File: src/design/uart_pkg.sv
// shared bus types, response codes and register offsets for the console path.
package uart_pkg;

	// ##########################################################################
	// bus field types
	// ##########################################################################

	typedef logic [31:0] addr_t; // byte address on the write bus.
	typedef logic [31:0] data_t; // one write data word.
	typedef logic [3:0]  strb_t; // one strobe bit per byte lane of data_t.
	typedef logic [1:0]  resp_t; // write response code.

	// one character as it goes out on the serial line.
	typedef logic [7:0] byte_t;

	// ##########################################################################
	// response codes
	// ##########################################################################

	// only the two codes the slave can produce are listed.
	// exokay and decerr never appear on this bus.
	localparam resp_t RESP_OKAY   = 2'b00;
	localparam resp_t RESP_SLVERR = 2'b10;

	// ##########################################################################
	// register map
	// ##########################################################################

	// the uart has a single write-only register.
	// the slave adds this offset to its base address when it decodes a write.
	localparam addr_t TXDATA_OFFSET = 32'h0000_0000; // transmit data, byte lane 0.

	// byte lane that carries the character inside a data word.
	// bits 31:8 of the word are ignored on a transmit write.
	localparam int TXDATA_LANE = 0;

	// a frame is start, eight data bits and stop.
	localparam int FRAME_BITS = 10;

endpackage

File: src/design/axil_write_if.sv
// axi-lite write channels (aw, w, b) bundled as one interface.
`timescale 1ns/1ps

interface axil_write_if import uart_pkg::*; ();

	addr_t awaddr;  // write address.
	logic  awvalid;
	logic  awready;

	data_t wdata;   // write data.
	strb_t wstrb;   // byte strobes for wdata.
	logic  wvalid;
	logic  wready;

	resp_t bresp;   // write response code.
	logic  bvalid;
	logic  bready;

	// the side that starts transactions.
	modport manager (
		output awaddr, awvalid, wdata, wstrb, wvalid, bready,
		input  awready, wready, bresp, bvalid
	);

	// the side that answers them.
	modport subordinate (
		input  awaddr, awvalid, wdata, wstrb, wvalid, bready,
		output awready, wready, bresp, bvalid
	);

endinterface

File: src/design/axil_write_arbiter.sv
// round-robin arbiter that merges two axi-lite write masters onto one shared bus.
`timescale 1ns/1ps

module axil_write_arbiter (
	input logic                   clk,
	input logic                   rst,
	axil_write_if.subordinate     m0,
	axil_write_if.subordinate     m1,
	axil_write_if.manager         slv
);

	// ##########################################################################
	// grant state
	// ##########################################################################

	logic busy; // a master owns the bus until its b handshake.
	logic gnt;  // owner of the bus while busy, 0 for m0 and 1 for m1.
	logic ptr;  // master that wins when both request at once.
	logic pick; // master chosen on the granting edge.
	logic sel0;
	logic sel1;
	logic b_fire;

	// a lone requester always wins.
	// on a tie the pointer decides.
	assign pick = (m0.awvalid && m1.awvalid) ? ptr : m1.awvalid;

	assign sel0 = busy & ~gnt;
	assign sel1 = busy & gnt;

	assign b_fire = busy & slv.bvalid & slv.bready; // end of the granted transaction.

	always_ff @(posedge clk) begin
		if (rst) begin
			busy <= 1'b0;
			gnt  <= 1'b0;
			ptr  <= 1'b0; // m0 has priority after reset.
		end else if (!busy) begin
			if (m0.awvalid || m1.awvalid) begin
				busy <= 1'b1;
				gnt  <= pick;
			end
		end else if (b_fire) begin
			busy <= 1'b0;
			ptr  <= ~gnt; // the other master goes first next time.
		end
	end

	// ##########################################################################
	// forward path, granted master to slave
	// ##########################################################################

	// payload follows the grant.
	// the valids and bready are gated so nothing leaks out before a grant.
	assign slv.awaddr  = gnt ? m1.awaddr : m0.awaddr;
	assign slv.awvalid = busy & (gnt ? m1.awvalid : m0.awvalid);

	assign slv.wdata   = gnt ? m1.wdata : m0.wdata;
	assign slv.wstrb   = gnt ? m1.wstrb : m0.wstrb;
	assign slv.wvalid  = busy & (gnt ? m1.wvalid : m0.wvalid);

	assign slv.bready  = busy & (gnt ? m1.bready : m0.bready);

	// ##########################################################################
	// return path, slave to masters
	// ##########################################################################

	// the master that is not granted sees every ready and valid low.
	assign m0.awready = sel0 & slv.awready;
	assign m0.wready  = sel0 & slv.wready;
	assign m0.bvalid  = sel0 & slv.bvalid;
	assign m0.bresp   = slv.bresp; // only meaningful with bvalid.

	assign m1.awready = sel1 & slv.awready;
	assign m1.wready  = sel1 & slv.wready;
	assign m1.bvalid  = sel1 & slv.bvalid;
	assign m1.bresp   = slv.bresp;

endmodule

File: src/design/uart_axil_slave.sv
// axi-lite write slave for the uart data register, with credit tracking of the tx queue.
`timescale 1ns/1ps

module uart_axil_slave import uart_pkg::*; #(
	parameter addr_t BASE_ADDR = 32'h1000_0000,
	parameter int    TX_DEPTH  = 4
) (
	input  logic              clk,
	input  logic              rst,
	axil_write_if.subordinate bus,
	output logic              push,
	output byte_t             push_byte,
	input  logic              credit_return
);

	localparam int CRED_W = $clog2(TX_DEPTH + 1);

	typedef enum logic [1:0] {
		ST_IDLE, // waiting for a routed request and a free queue slot.
		ST_ADDR, // awready high.
		ST_DATA, // wready high.
		ST_RESP  // bvalid high until bready.
	} wr_state_t;

	wr_state_t         state;
	logic              awready_q;
	logic              wready_q;
	logic              bvalid_q;
	resp_t             bresp_q;
	addr_t             awaddr_q;
	logic [CRED_W-1:0] credits;

	logic  aw_fire;
	logic  w_fire;
	logic  b_fire;
	logic  addr_hit;
	resp_t resp_code;

	assign bus.awready = awready_q;
	assign bus.wready  = wready_q;
	assign bus.bvalid  = bvalid_q;
	assign bus.bresp   = bresp_q;

	assign aw_fire = bus.awvalid & awready_q;
	assign w_fire  = bus.wvalid & wready_q;
	assign b_fire  = bvalid_q & bus.bready;

	// ##########################################################################
	// address decode
	// ##########################################################################

	assign addr_hit  = (awaddr_q == BASE_ADDR + TXDATA_OFFSET);
	assign resp_code = addr_hit ? RESP_OKAY : RESP_SLVERR;

	// a hit with lane 0 cleared is still okay, it just sends nothing.
	assign push      = w_fire & addr_hit & bus.wstrb[TXDATA_LANE];
	assign push_byte = bus.wdata[7:0];

	// ##########################################################################
	// write fsm
	// ##########################################################################

	// the ready and valid outputs are registers, set on the edge that enters
	// the state in which they are high.
	always_ff @(posedge clk) begin
		if (rst) begin
			state     <= ST_IDLE;
			awready_q <= 1'b0;
			wready_q  <= 1'b0;
			bvalid_q  <= 1'b0;
		end else begin
			case (state)
				ST_IDLE: begin
					// with no credit left the request simply waits here.
					if (bus.awvalid && credits != '0) begin
						awready_q <= 1'b1;
						state     <= ST_ADDR;
					end
				end
				ST_ADDR: begin
					if (aw_fire) begin
						awready_q <= 1'b0;
						wready_q  <= 1'b1;
						state     <= ST_DATA;
					end
				end
				ST_DATA: begin
					if (w_fire) begin
						wready_q <= 1'b0;
						bvalid_q <= 1'b1;
						state    <= ST_RESP;
					end
				end
				ST_RESP: begin
					if (b_fire) begin
						bvalid_q <= 1'b0;
						state    <= ST_IDLE;
					end
				end
				default: state <= ST_IDLE;
			endcase
		end
	end

	always_ff @(posedge clk) begin
		if (aw_fire)
			awaddr_q <= bus.awaddr;
		if (w_fire)
			bresp_q <= resp_code; // held stable while bvalid waits.
	end

	// ##########################################################################
	// queue credits
	// ##########################################################################

	// one credit per free slot in the serializer queue.
	// a push and a return can land in the same cycle and then cancel out.
	always_ff @(posedge clk) begin
		if (rst) begin
			credits <= CRED_W'(TX_DEPTH);
		end else begin
			case ({push, credit_return})
				2'b10:   credits <= credits - 1'b1;
				2'b01:   credits <= credits + 1'b1;
				default: credits <= credits;
			endcase
		end
	end

endmodule

File: src/design/uart_tx_serializer.sv
// transmit queue and 8n1 serializer that returns one credit per byte it pops.
`timescale 1ns/1ps

module uart_tx_serializer import uart_pkg::*; #(
	parameter int TX_DEPTH     = 4,
	parameter int CLKS_PER_BIT = 4
) (
	input  logic  clk,
	input  logic  rst,
	input  logic  push,
	input  byte_t push_byte,
	output logic  credit_return,
	output logic  tx
);

	localparam int IDX_W = $clog2(TX_DEPTH);
	localparam int PTR_W = IDX_W + 1; // extra wrap bit tells full from empty.
	localparam int CNT_W = $clog2(CLKS_PER_BIT + 1);

	typedef enum logic [1:0] {
		ST_IDLE,
		ST_START,
		ST_DATA,
		ST_STOP
	} frame_state_t;

	// ##########################################################################
	// transmit queue
	// ##########################################################################

	byte_t            queue_mem [TX_DEPTH];
	logic [PTR_W-1:0] wr_ptr;
	logic [PTR_W-1:0] rd_ptr;
	logic             empty;
	logic             pop;

	assign empty = (wr_ptr == rd_ptr);

	// the slave only pushes when it holds a credit, so the queue never overflows.
	always_ff @(posedge clk) begin
		if (push)
			queue_mem[wr_ptr[IDX_W-1:0]] <= push_byte;
	end

	always_ff @(posedge clk) begin
		if (rst) begin
			wr_ptr <= '0;
			rd_ptr <= '0;
		end else begin
			if (push)
				wr_ptr <= wr_ptr + 1'b1;
			if (pop)
				rd_ptr <= rd_ptr + 1'b1;
		end
	end

	// ##########################################################################
	// frame fsm
	// ##########################################################################

	frame_state_t     state;
	logic [CNT_W-1:0] bit_cnt;  // clocks spent in the current bit.
	logic [2:0]       bit_idx;  // data bit being sent.
	byte_t            shift_q;  // remaining data bits, lsb goes next.
	logic             tx_q;
	logic             bit_end;

	assign bit_end = (bit_cnt == CNT_W'(CLKS_PER_BIT - 1));

	// pop from idle, or straight out of the last stop clock so frames run back to back.
	assign pop = !empty && (state == ST_IDLE || (state == ST_STOP && bit_end));
	assign credit_return = pop;
	assign tx            = tx_q;

	always_ff @(posedge clk) begin
		if (rst) begin
			state   <= ST_IDLE;
			bit_cnt <= '0;
			bit_idx <= '0;
			tx_q    <= 1'b1; // line idles high.
		end else begin
			if (pop) begin
				shift_q <= queue_mem[rd_ptr[IDX_W-1:0]];
				tx_q    <= 1'b0; // start bit.
				bit_cnt <= '0;
				state   <= ST_START;
			end else if (state != ST_IDLE) begin
				bit_cnt <= bit_end ? '0 : bit_cnt + 1'b1;
				if (bit_end) begin
					case (state)
						ST_START: begin
							tx_q    <= shift_q[0];
							shift_q <= shift_q >> 1;
							bit_idx <= '0;
							state   <= ST_DATA;
						end
						ST_DATA: begin
							if (bit_idx == 3'd7) begin
								tx_q  <= 1'b1; // stop bit.
								state <= ST_STOP;
							end else begin
								tx_q    <= shift_q[0];
								shift_q <= shift_q >> 1;
								bit_idx <= bit_idx + 1'b1;
							end
						end
						default: state <= ST_IDLE; // end of stop bit, queue empty.
					endcase
				end
			end
		end
	end

endmodule

File: src/design/uart_subsystem.sv
// console path top level: two axi-lite write masters, arbiter, uart slave and tx serializer.
`timescale 1ns/1ps

module uart_subsystem import uart_pkg::*; #(
	parameter addr_t BASE_ADDR    = 32'h1000_0000,
	parameter int    TX_DEPTH     = 4,
	parameter int    CLKS_PER_BIT = 4
) (
	input  logic  clk,
	input  logic  rst,
	// master 0, the core load/store unit.
	input  addr_t m0_awaddr,
	input  logic  m0_awvalid,
	output logic  m0_awready,
	input  data_t m0_wdata,
	input  strb_t m0_wstrb,
	input  logic  m0_wvalid,
	output logic  m0_wready,
	output resp_t m0_bresp,
	output logic  m0_bvalid,
	input  logic  m0_bready,
	// master 1, the debug writer.
	input  addr_t m1_awaddr,
	input  logic  m1_awvalid,
	output logic  m1_awready,
	input  data_t m1_wdata,
	input  strb_t m1_wstrb,
	input  logic  m1_wvalid,
	output logic  m1_wready,
	output resp_t m1_bresp,
	output logic  m1_bvalid,
	input  logic  m1_bready,
	output logic  tx
);

	axil_write_if m0_bus ();
	axil_write_if m1_bus ();
	axil_write_if slv_bus ();

	logic  push;
	byte_t push_byte;
	logic  credit_return;

	// ##########################################################################
	// master ports onto the interfaces
	// ##########################################################################

	assign m0_bus.awaddr  = m0_awaddr;
	assign m0_bus.awvalid = m0_awvalid;
	assign m0_bus.wdata   = m0_wdata;
	assign m0_bus.wstrb   = m0_wstrb;
	assign m0_bus.wvalid  = m0_wvalid;
	assign m0_bus.bready  = m0_bready;
	assign m0_awready     = m0_bus.awready;
	assign m0_wready      = m0_bus.wready;
	assign m0_bresp       = m0_bus.bresp;
	assign m0_bvalid      = m0_bus.bvalid;

	assign m1_bus.awaddr  = m1_awaddr;
	assign m1_bus.awvalid = m1_awvalid;
	assign m1_bus.wdata   = m1_wdata;
	assign m1_bus.wstrb   = m1_wstrb;
	assign m1_bus.wvalid  = m1_wvalid;
	assign m1_bus.bready  = m1_bready;
	assign m1_awready     = m1_bus.awready;
	assign m1_wready      = m1_bus.wready;
	assign m1_bresp       = m1_bus.bresp;
	assign m1_bvalid      = m1_bus.bvalid;

	// ##########################################################################
	// blocks
	// ##########################################################################

	axil_write_arbiter i_arbiter (
		.clk (clk),
		.rst (rst),
		.m0  (m0_bus),
		.m1  (m1_bus),
		.slv (slv_bus)
	);

	uart_axil_slave #(
		.BASE_ADDR (BASE_ADDR),
		.TX_DEPTH  (TX_DEPTH)
	) i_slave (
		.clk           (clk),
		.rst           (rst),
		.bus           (slv_bus),
		.push          (push),
		.push_byte     (push_byte),
		.credit_return (credit_return)
	);

	uart_tx_serializer #(
		.TX_DEPTH     (TX_DEPTH),
		.CLKS_PER_BIT (CLKS_PER_BIT)
	) i_serializer (
		.clk           (clk),
		.rst           (rst),
		.push          (push),
		.push_byte     (push_byte),
		.credit_return (credit_return),
		.tx            (tx)
	);

endmodule

File: config.mk
export PLATFORM = sky130hd
export DESIGN_NAME = uart_subsystem
export DESIGN_NICKNAME = d
export VERILOG_FILES = /design/src/design/uart_pkg.sv /design/src/design/axil_write_if.sv /design/src/design/axil_write_arbiter.sv /design/src/design/uart_axil_slave.sv /design/src/design/uart_tx_serializer.sv /design/src/design/uart_subsystem.sv
export SDC_FILE = /design/constraint.sdc
export NUM_CORES = 1
export LEC_CHECK = 0
export ABC_AREA = 0
export BUFFER_PORTS_ARGS = -buffer_cell sky130_fd_sc_hd__buf_2
export CAP_MARGIN = 20
export CORE_MARGIN = 2
export CORE_UTILIZATION = 51
export CTS_CLUSTER_SIZE = 14
export DETAILED_ROUTE_END_ITERATION = 6
export GPL_ROUTABILITY_DRIVEN = 0
export PLACE_DENSITY_LB_ADDON = 0.08
export SLEW_MARGIN = 30
export SYNTH_ARGS = -nofsm -noshare
export SYNTH_HDL_FRONTEND = slang
export SYNTH_SLANG_ARGS = --single-unit
File: constraint.sdc
create_clock -name clk -period 3.7 [get_ports clk]
set_clock_uncertainty 0.1 [all_clocks]
set_input_delay 0.185 -clock clk [delete_from_list [all_inputs] [get_ports clk]]
set_output_delay 0.185 -clock clk [all_outputs]
set_load 0.02 [all_outputs]
==> results.md, run 1 <==
- The final worst slack is 0.885 ns.
- The most common library cell in the layout ignoring fill and taps is buf_2.
- In the routed design, unresolved DRC markers number 0.
- Data on the critical path is required at its endpoint by between 3 and 4 ns.
- The largest net degree at the start of global routing is 41.
- The count of final hold-check violations is 0.
- In this run the tool buffered the top-level ports with 98 buffer cells.
- The worst IR drop on VDD is 0.231 mV.
- For this run, the number of standard cells in the final layout without fillers is 560.
- The die is 101 um wide.
- The async set-or-reset flop fraction in the synthesized netlist is 0.
- CTS saw between 100 and 150 sinks.
- The max-capacitance violation count is 0.
- In the final layout, the share of cells above drive strength 1 is 0.421.
- The library cells used most frequently in the layout, excluding fill and tap cells, are buf_2 (98), edfxtp_1 (73), mux2_2 (52), dfxtp_1 (27), inv_1 (19).
- The clock latency at the later pin of the worst-skew pair is 0.36 ns.
- STA classifies the critical path endpoint as a flip-flop.
- After layout, the minimum clock period comes to 2.82 ns.
- The count of nets left with antenna violations once routing finished came out at 0.
- The completed layout was analyzed and its total power is approximately 2.6 mW.
- In this run the tightest slew margin relative to its limit is 0.452.
- 155 I/O pins were placed.
- In the final timing run, aggregate negative setup slack is 0 ns.
- The maximum count of clock buffers along a single path is 2.
- The wire length per cell after detailed routing is around 15 um.
- Dividing the final minimum period by the clock period gives 0.761.
- The post-synthesis instance total is 345.
- The cell chosen for the clock root is clkbuf_8.
- In this run, synthesis produced a sequential element count of 101.
- In this run the vertical extent of the chip is about 100 um.
- The clock-pin slew on the worst setup and hold paths is approximately 0.1 ns.
- The kind of cell with the highest combined delay on the critical path is simple AND/OR/NAND/NOR gates.
- The detailed router placed 2967 vias in this run.
- The static power due to leakage is between 2 and 2.5 nW.
- Derived from the worst setup path, the maximum achievable clock frequency is 0.355 GHz.
- The length of the first detailed-routing pass in iterations is 7.
- The post-layout instance area is ~5600 um2.
- The type of the worst setup path is reg -> reg.
- STA classifies the critical path startpoint as a flip-flop.
- The utilization of the core after routing is 0.609.
- The final number of setup-violating endpoints is 0.
- The combined global-route utilization of all metal layers is 0.169.
- Gates resized during post-CTS repair numbered 0.
- The worst hold slack is 0.0267 ns.
- The number of buffers and inverters on the critical path is 2.
- TritonCTS built the clock tree.
- The run finished with clean final reports.
- The slowest stage of the critical path belongs to the cell or3b_2.
- At the placement stage, the worst setup path has a slack of 0.879 ns.
- The total number of yosys warnings is 0.
- The data arrival time of the worst path is 2.95 ns.
- The via count of the first global-routing pass is 2863.
- For the pin with the worst max-slew slack, the measured transition is between 0.8 and 0.9 ns.
- The number of clock buffers added by TritonCTS is 9.
- The number of max-slew violations in the final report is 0.
- For this configuration, the core starts out at a cell density of 0.521.
- The first global-routing pass estimated 13400 um of wire.
- The average footprint of a synthesized cell is 13.9 um2.
- Setup repair after global routing left no endpoint under its margin.
- The cell repeated most along the worst path is inv_1.
- In this run the standard cell core region covers 9200 um2.
- The synthesized netlist occupies a cell area of 4790 um2.
- The antenna cell count is 0.
- Power spread over the standard cell area amounts to 471 nW/um2.
- After detailed routing, the total wire length is 8240 um.
- Of the synthesized area, sequential elements account for 0.574.
- The detailed router finished its first iteration with 107 violations.
- The number of instances in the placed design is ~540.
- In this design, the stage delay of the slowest critical-path cell is 0.43 ns.
- Synthesis instantiated 52 different standard cells from the library.
- The placed standard-cell area is around 5400 um2.
- The primary flip-flop cell chosen by synthesis mapping is edfxtp_1.
- The number of antenna violations at the first check in global routing came to 0.
- In the routed layout, each cell is associated on average with a via count of 5.30.
- The number of enable flip-flop cells after synthesis is 73.
- The H-tree was split into 3 levels.
- The area overhead of the layout relative to synthesis is 16.8%.
- The total congestion overflow after global routing is 0.
- The net count reported at finish is about 610.
- The number of rows in the core area is 35.
- The critical path goes through nor4_1, nand4_1, nor3_2, inv_1, ha_1, inv_1, fa_1, xor2_1, nor3_1, or3b_2.
- The die covers 10200 um2.
- The type of the tightest min-delay check is in -> reg.
- The half-perimeter wire length of the detailed placement result is between 5000 and 6000 um.
- Of all nets on the critical path, the largest fanout is 6.
-- layer usage --
metal	share of wire	track usage	routed length, um	vias up
met4	0.0097	0.0561	80	0
met2	0.46	0.264	3830	86
met3	0.044	0.0291	360	7
met1	0.48	0.241	3970	1383
met5	0	0	0	-
li1	-	-	-	1491
-- registers in the layout (all words and copies together) (netlist names), 2 cells and up, named ones only --
name and count:
i_serializer.wr_ptr 3, i_slave.awaddr_q 32, i_serializer.shift_q 8, i_serializer.rd_ptr 3, i_serializer.bit_idx 3, i_serializer.bit_cnt 3, i_serializer.queue_mem 32, i_slave.credits 3
i_serializer.state 2, i_slave.state 2
-- Yosys cell counts, types with 6 or more instances --
library cell	instances	share of area
edfxtp_1	73	0.46
mux2_2	52	0.12
nor2_1	12	0.0094
nand2b_1	8	0.010
and3_1	6	0.0078
ha_1	16	0.042
mux4_2	8	0.038
nor3_1	8	0.0084
dfxtp_1	28	0.12
clkbuf_1	10	0.0078
a31oi_1	6	0.0078
xor2_1	6	0.011
and2_1	6	0.0078
inv_1	19	0.015
a21oi_1	11	0.011
nor4_1	9	0.012
mux2i_1	6	0.013
-- path summary, 6_finish.rpt --
kind	start	depth (start not counted)	endpoint	slack [ns]
setup / recovery	i_slave.awaddr_q[25]$_DFFE_PP_	10	i_slave.credits[2]$_SDFFE_PP1P_	0.88
hold / removal	m1_awaddr[7]	2	i_slave.awaddr_q[7]$_DFFE_PP_	0.03
setup reg to reg	i_slave.awaddr_q[25]$_DFFE_PP_	10	i_slave.credits[2]$_SDFFE_PP1P_	0.88
hold reg to reg	i_serializer.bit_cnt[2]$_SDFFE_PP0P_	2	i_serializer.bit_cnt[2]$_SDFFE_PP0P_	0.38
-- cell type report --
cell class	count	area (um2)
Inverter	19	71.3
Multi-Input combinational cell	208	1880
Clock buffer	9	124
Sequential cell	101	2750
Clock inverter	7	87.6
Timing Repair Buffer	105	548
Fill cell	740	3590
Tap cell	111	139
-- where the power goes --
part           internal [mW]  switching (mW)
Combinational          0.274           0.253
Clock                  0.330           0.398
Sequential              1.31          0.0763
-- kinds of logic (layout without fill, tap and decap cells) --
group / after synthesis / count (layout) / synth area share
compound gates: 39 / 39 / 0.0616
xor+xnor: 6 / 6 / 0.0110
fa+ha+maj: 17 / 17 / 0.0459
buf+inv: 37 / 140 / 0.0350
flops: 101 / 101 / 0.574
mux: 67 / 67 / 0.175
other cells: 1 / 2 / 0.000782
simple gates: 77 / 77 / 0.0963
-- repair_timing --
| action | 4_1_cts | 5_1_grt |
|---|---|---|
| setup buffers | 0 | 0 |
| hold endpoints to repair | 2 | 0 |
| hold buffers | 2 | 0 |
No activity file was read; power rests on OpenSTA's default activity.
==> run 2, diff against run 1 <==
==> constraint.sdc (replaced) <==
create_clock -name clk -period 2.8 [get_ports clk]
set_clock_uncertainty 0.1 [all_clocks]
set_input_delay 0.14 -clock clk [delete_from_list [all_inputs] [get_ports clk]]
set_output_delay 0.14 -clock clk [all_outputs]
set_load 0.02 [all_outputs]
==> results.md, run 2 (same netlist as run 1, synthesis figures left out) <==
- Clock tree synthesis selected as its root buffer the cell clkbuf_8.
- The slew of the pin with the lowest slew margin is 0.598 ns (-0.223 ns).
- The residual antenna-violating net count after detailed routing was 0 (unchanged).
- The worst-case hold path end point is i_slave.awaddr_q[31]$_DFFE_PP_.
- The CTS tree is done.
- The static power due to leakage is 2.39 nW (+11%).
- The share of cells above drive strength 1 is 0.392 (-0.0285).
- The floorplan die height is 101 um (unchanged).
- The origin of the worst min-delay path is m1_awaddr[31].
- The via count of the first global-routing pass is 3156 (+10%).
- The length of the first detailed-routing pass in iterations is 4 (-3).
- The highest clock frequency the design can meet came to 0.377 GHz (+6.1%).
- The net count reported at finish is 658 (+8.8%).
- The type of the worst setup path is reg -> reg.
- In the layout the commonest cells are buf_2 (98), edfxtp_1 (73), mux2_2 (52), dlygate4sd3_1 (50), dfxtp_1 (27).
- The DRC violation count after routing is 0 (unchanged).
- The worst IR drop on VDD came to 0.341 mV (+47%).
- The clock-pin slew on the worst setup and hold paths is 0.11 ns (about the same).
- The final worst-path cycle share is 0.948 (+0.187).
- Leaving out fill and tap cells, the most frequent cell in the layout is buf_2.
- The max-capacitance violation count is 0 (unchanged).
- The via density per instance is 5.28 (-0.30%).
- The type of the tightest min-delay check is in -> reg.
- The data arrival time of the worst path is 2.80 ns (-0.15 ns).
- The antenna cell count is 0 (unchanged).
- The highest net fanout along the worst path is 4 (-2).
- The total power divided by cell area is 568 nW/um2 (+21%).
- The depth of the worst register-to-register path is 9 (-1).
- The count of vias placed by the detailed router is 3238 (+9.1%).
- The maximum level of the CTS H-tree is 3 (unchanged).
- The capture point of the worst reg-to-reg path is i_slave.credits[2]$_SDFFE_PP1P_.
- The post-layout instance area is 6120 um2 (+9.3%).
- The count of final hold-check violations is 0 (unchanged).
- The endpoint type of the worst setup path is a flip-flop.
- The worst flop-to-flop path startpoint is i_serializer.wr_ptr[1]$_SDFFE_PP0P_.
- The largest net degree at the start of global routing is 41 (unchanged).
- The combined global-route utilization of all metal layers is 0.178 (+0.00904).
- The count of routing violations after the opening detailed-route iteration was 101 (-5.6%).
- The port buffer count came to 98 (unchanged).
- The boundary pin count is 155 (unchanged).
- The run finished with clean final reports.
- The half-perimeter wire length of the detailed placement result is 5850 um (-0.40%).
- The signal on the critical path passes through xor2_1, o32ai_4, inv_1, ha_1, inv_1, fa_1, xor2_1, o21ai_0, or3b_2.
- Setup repair after global routing left no endpoint under its margin.
- The number of rows in the core area is 35 (unchanged).
- The fill cell total of the finished layout was 674 (-8.9%).
- The total congestion overflow after global routing was 0 (unchanged).
- The CTS buffer count is 9 (unchanged).
- The first-pass GRT wire length came to 14100 um (+5.3%).
- The area growth from synthesis to layout is 27.7%.
- The initial core utilization is 0.521 (unchanged).
- The clock latency at the later pin of the worst-skew pair is 0.35 ns (about the same).
- The number of cells traversed by the worst hold path came to 2 (unchanged).
- The die outline area is 10200 um2 (unchanged).
- The number of sinks driven by the clock tree is 101 (unchanged).
- The worst-case headroom to the max-slew limit is 0.601 (+0.149).
- The number of antenna violations at the first check in global routing is 0 (unchanged).
- The overall die width is 101 um (unchanged).
- The wire length per cell after detailed routing is 14.6 um (-0.68%).
- The total wire length is 8960 um (+8.7%).
- The data required time at the worst endpoint came to 2.95 ns (-0.88 ns).
- The time the final worst path needs with I/O delays and setup was 2.65 ns (-0.162 ns).
- The number of max-slew violations in the final report was 0 (unchanged).
- The reg2reg setup slack is 0.15 ns (-0.74 ns).
- The placeable core region was 9200 um2 (unchanged).
- The setup TNS is 0 ns (unchanged).
- The maximum count of clock buffers along a single path is 2 (unchanged).
- The placed standard-cell area is 5410 um2 (+0.70%).
- The type of origin of the critical path is a flip-flop.
- The largest individual stage delay along the critical path comes from the cell or3b_2.
- The delay of the slowest cell on the worst path was 0.44 ns (about the same).
- The final number of setup-violating endpoints came to 0 (unchanged).
-- run 2: cell count changes in the layout (fill, tap and decap cells not counted), moves of 2 or more --
| cell | before | now |
|---|---|---|
| dlygate4sd3_1 | 2 | 50 |
| nor4_1 | 9 | 7 |
| buf_4 | 5 | 10 |
| nor4_2 | 0 | 2 |
-- run 2: area by class of cell --
class	instances	area, um2	area share
sequential	101	2750	0.450
multi-input combinational	208	1900	0.311
timing repair buffer	158	1070	0.174
tap	111	139	0.0227
clock buffer	9	124	0.0202
inverter	19	71.3	0.0117
clock inverter	7	62.6	0.0102
-- run 2: stage by stage --
step / total power [mW] / util / std cells / hold slack, ns / setup slack (ns)
finish: 3.48 / 0.666 / 613 / 0.0141 / 0.146
global route: 3.64 / 0.666 / 613 / 0.00562 / 0.00103
CTS: 3.49 / 0.659 / 610 / 0.000551 / 0.0967
detailed placement: 2.57 / 0.588 / 547 / 0.240 / 0.112
global placement: 2.55 / 0.588 / 547 / 0.235 / 0.146
floorplan: 2.39 / - / 346 / 0.136 / 0.177
-- run 2: how the worst max path moves through the flow --
stage	start	depth (start not counted)	end
floorplan	i_serializer.wr_ptr[0]$_SDFFE_PP0P_	10	i_slave.credits[2]$_SDFFE_PP1P_
global placement	i_arbiter.gnt$_SDFFE_PP0P_	10	i_slave.credits[2]$_SDFFE_PP1P_
detailed placement	i_arbiter.gnt$_SDFFE_PP0P_	10	i_slave.credits[2]$_SDFFE_PP1P_
CTS	i_slave.awaddr_q[9]$_DFFE_PP_	10	i_slave.credits[2]$_SDFFE_PP1P_
global route	i_serializer.wr_ptr[1]$_SDFFE_PP0P_	9	i_slave.credits[2]$_SDFFE_PP1P_
finish	i_serializer.wr_ptr[1]$_SDFFE_PP0P_	9	i_slave.credits[2]$_SDFFE_PP1P_
-- run 2: power by group --
part	total [mW]	leakage (nW)	internal, mW	switching [mW]
logic	0.778	1.41	0.425	0.353
clock network	0.870	0.0984	0.346	0.524
registers	1.83	0.882	1.73	0.103
total	3.48	2.39	2.50	0.980
-- run 2: worst max-delay path: cells and delay by family (launching register included) --
kind	cells	cell delay [ns]
AOI/OAI and AO/OA	2	0.28
xor gates and xnor gates	2	0.56
adders and majority gates	2	0.57
buffers and inverters	2	0.20
DFF	1	0.41
and+or+nand+nor	1	0.44
-- run 2: metal layers --
layer	global-route usage	wire length [um]
met2	0.306	4430
met5	0	0
met4	0.0551	117
met3	0.0368	410
met1	0.227	4000
-- run 2: timing repair --
action | 4_1_cts | 5_1_grt
setup buffers | 0 | 0
resized for setup | 0 | 4
endpoints found under the hold margin | 29 | 3
hold buffers | 47 | 3
setup endpoints to repair | 0 | 1
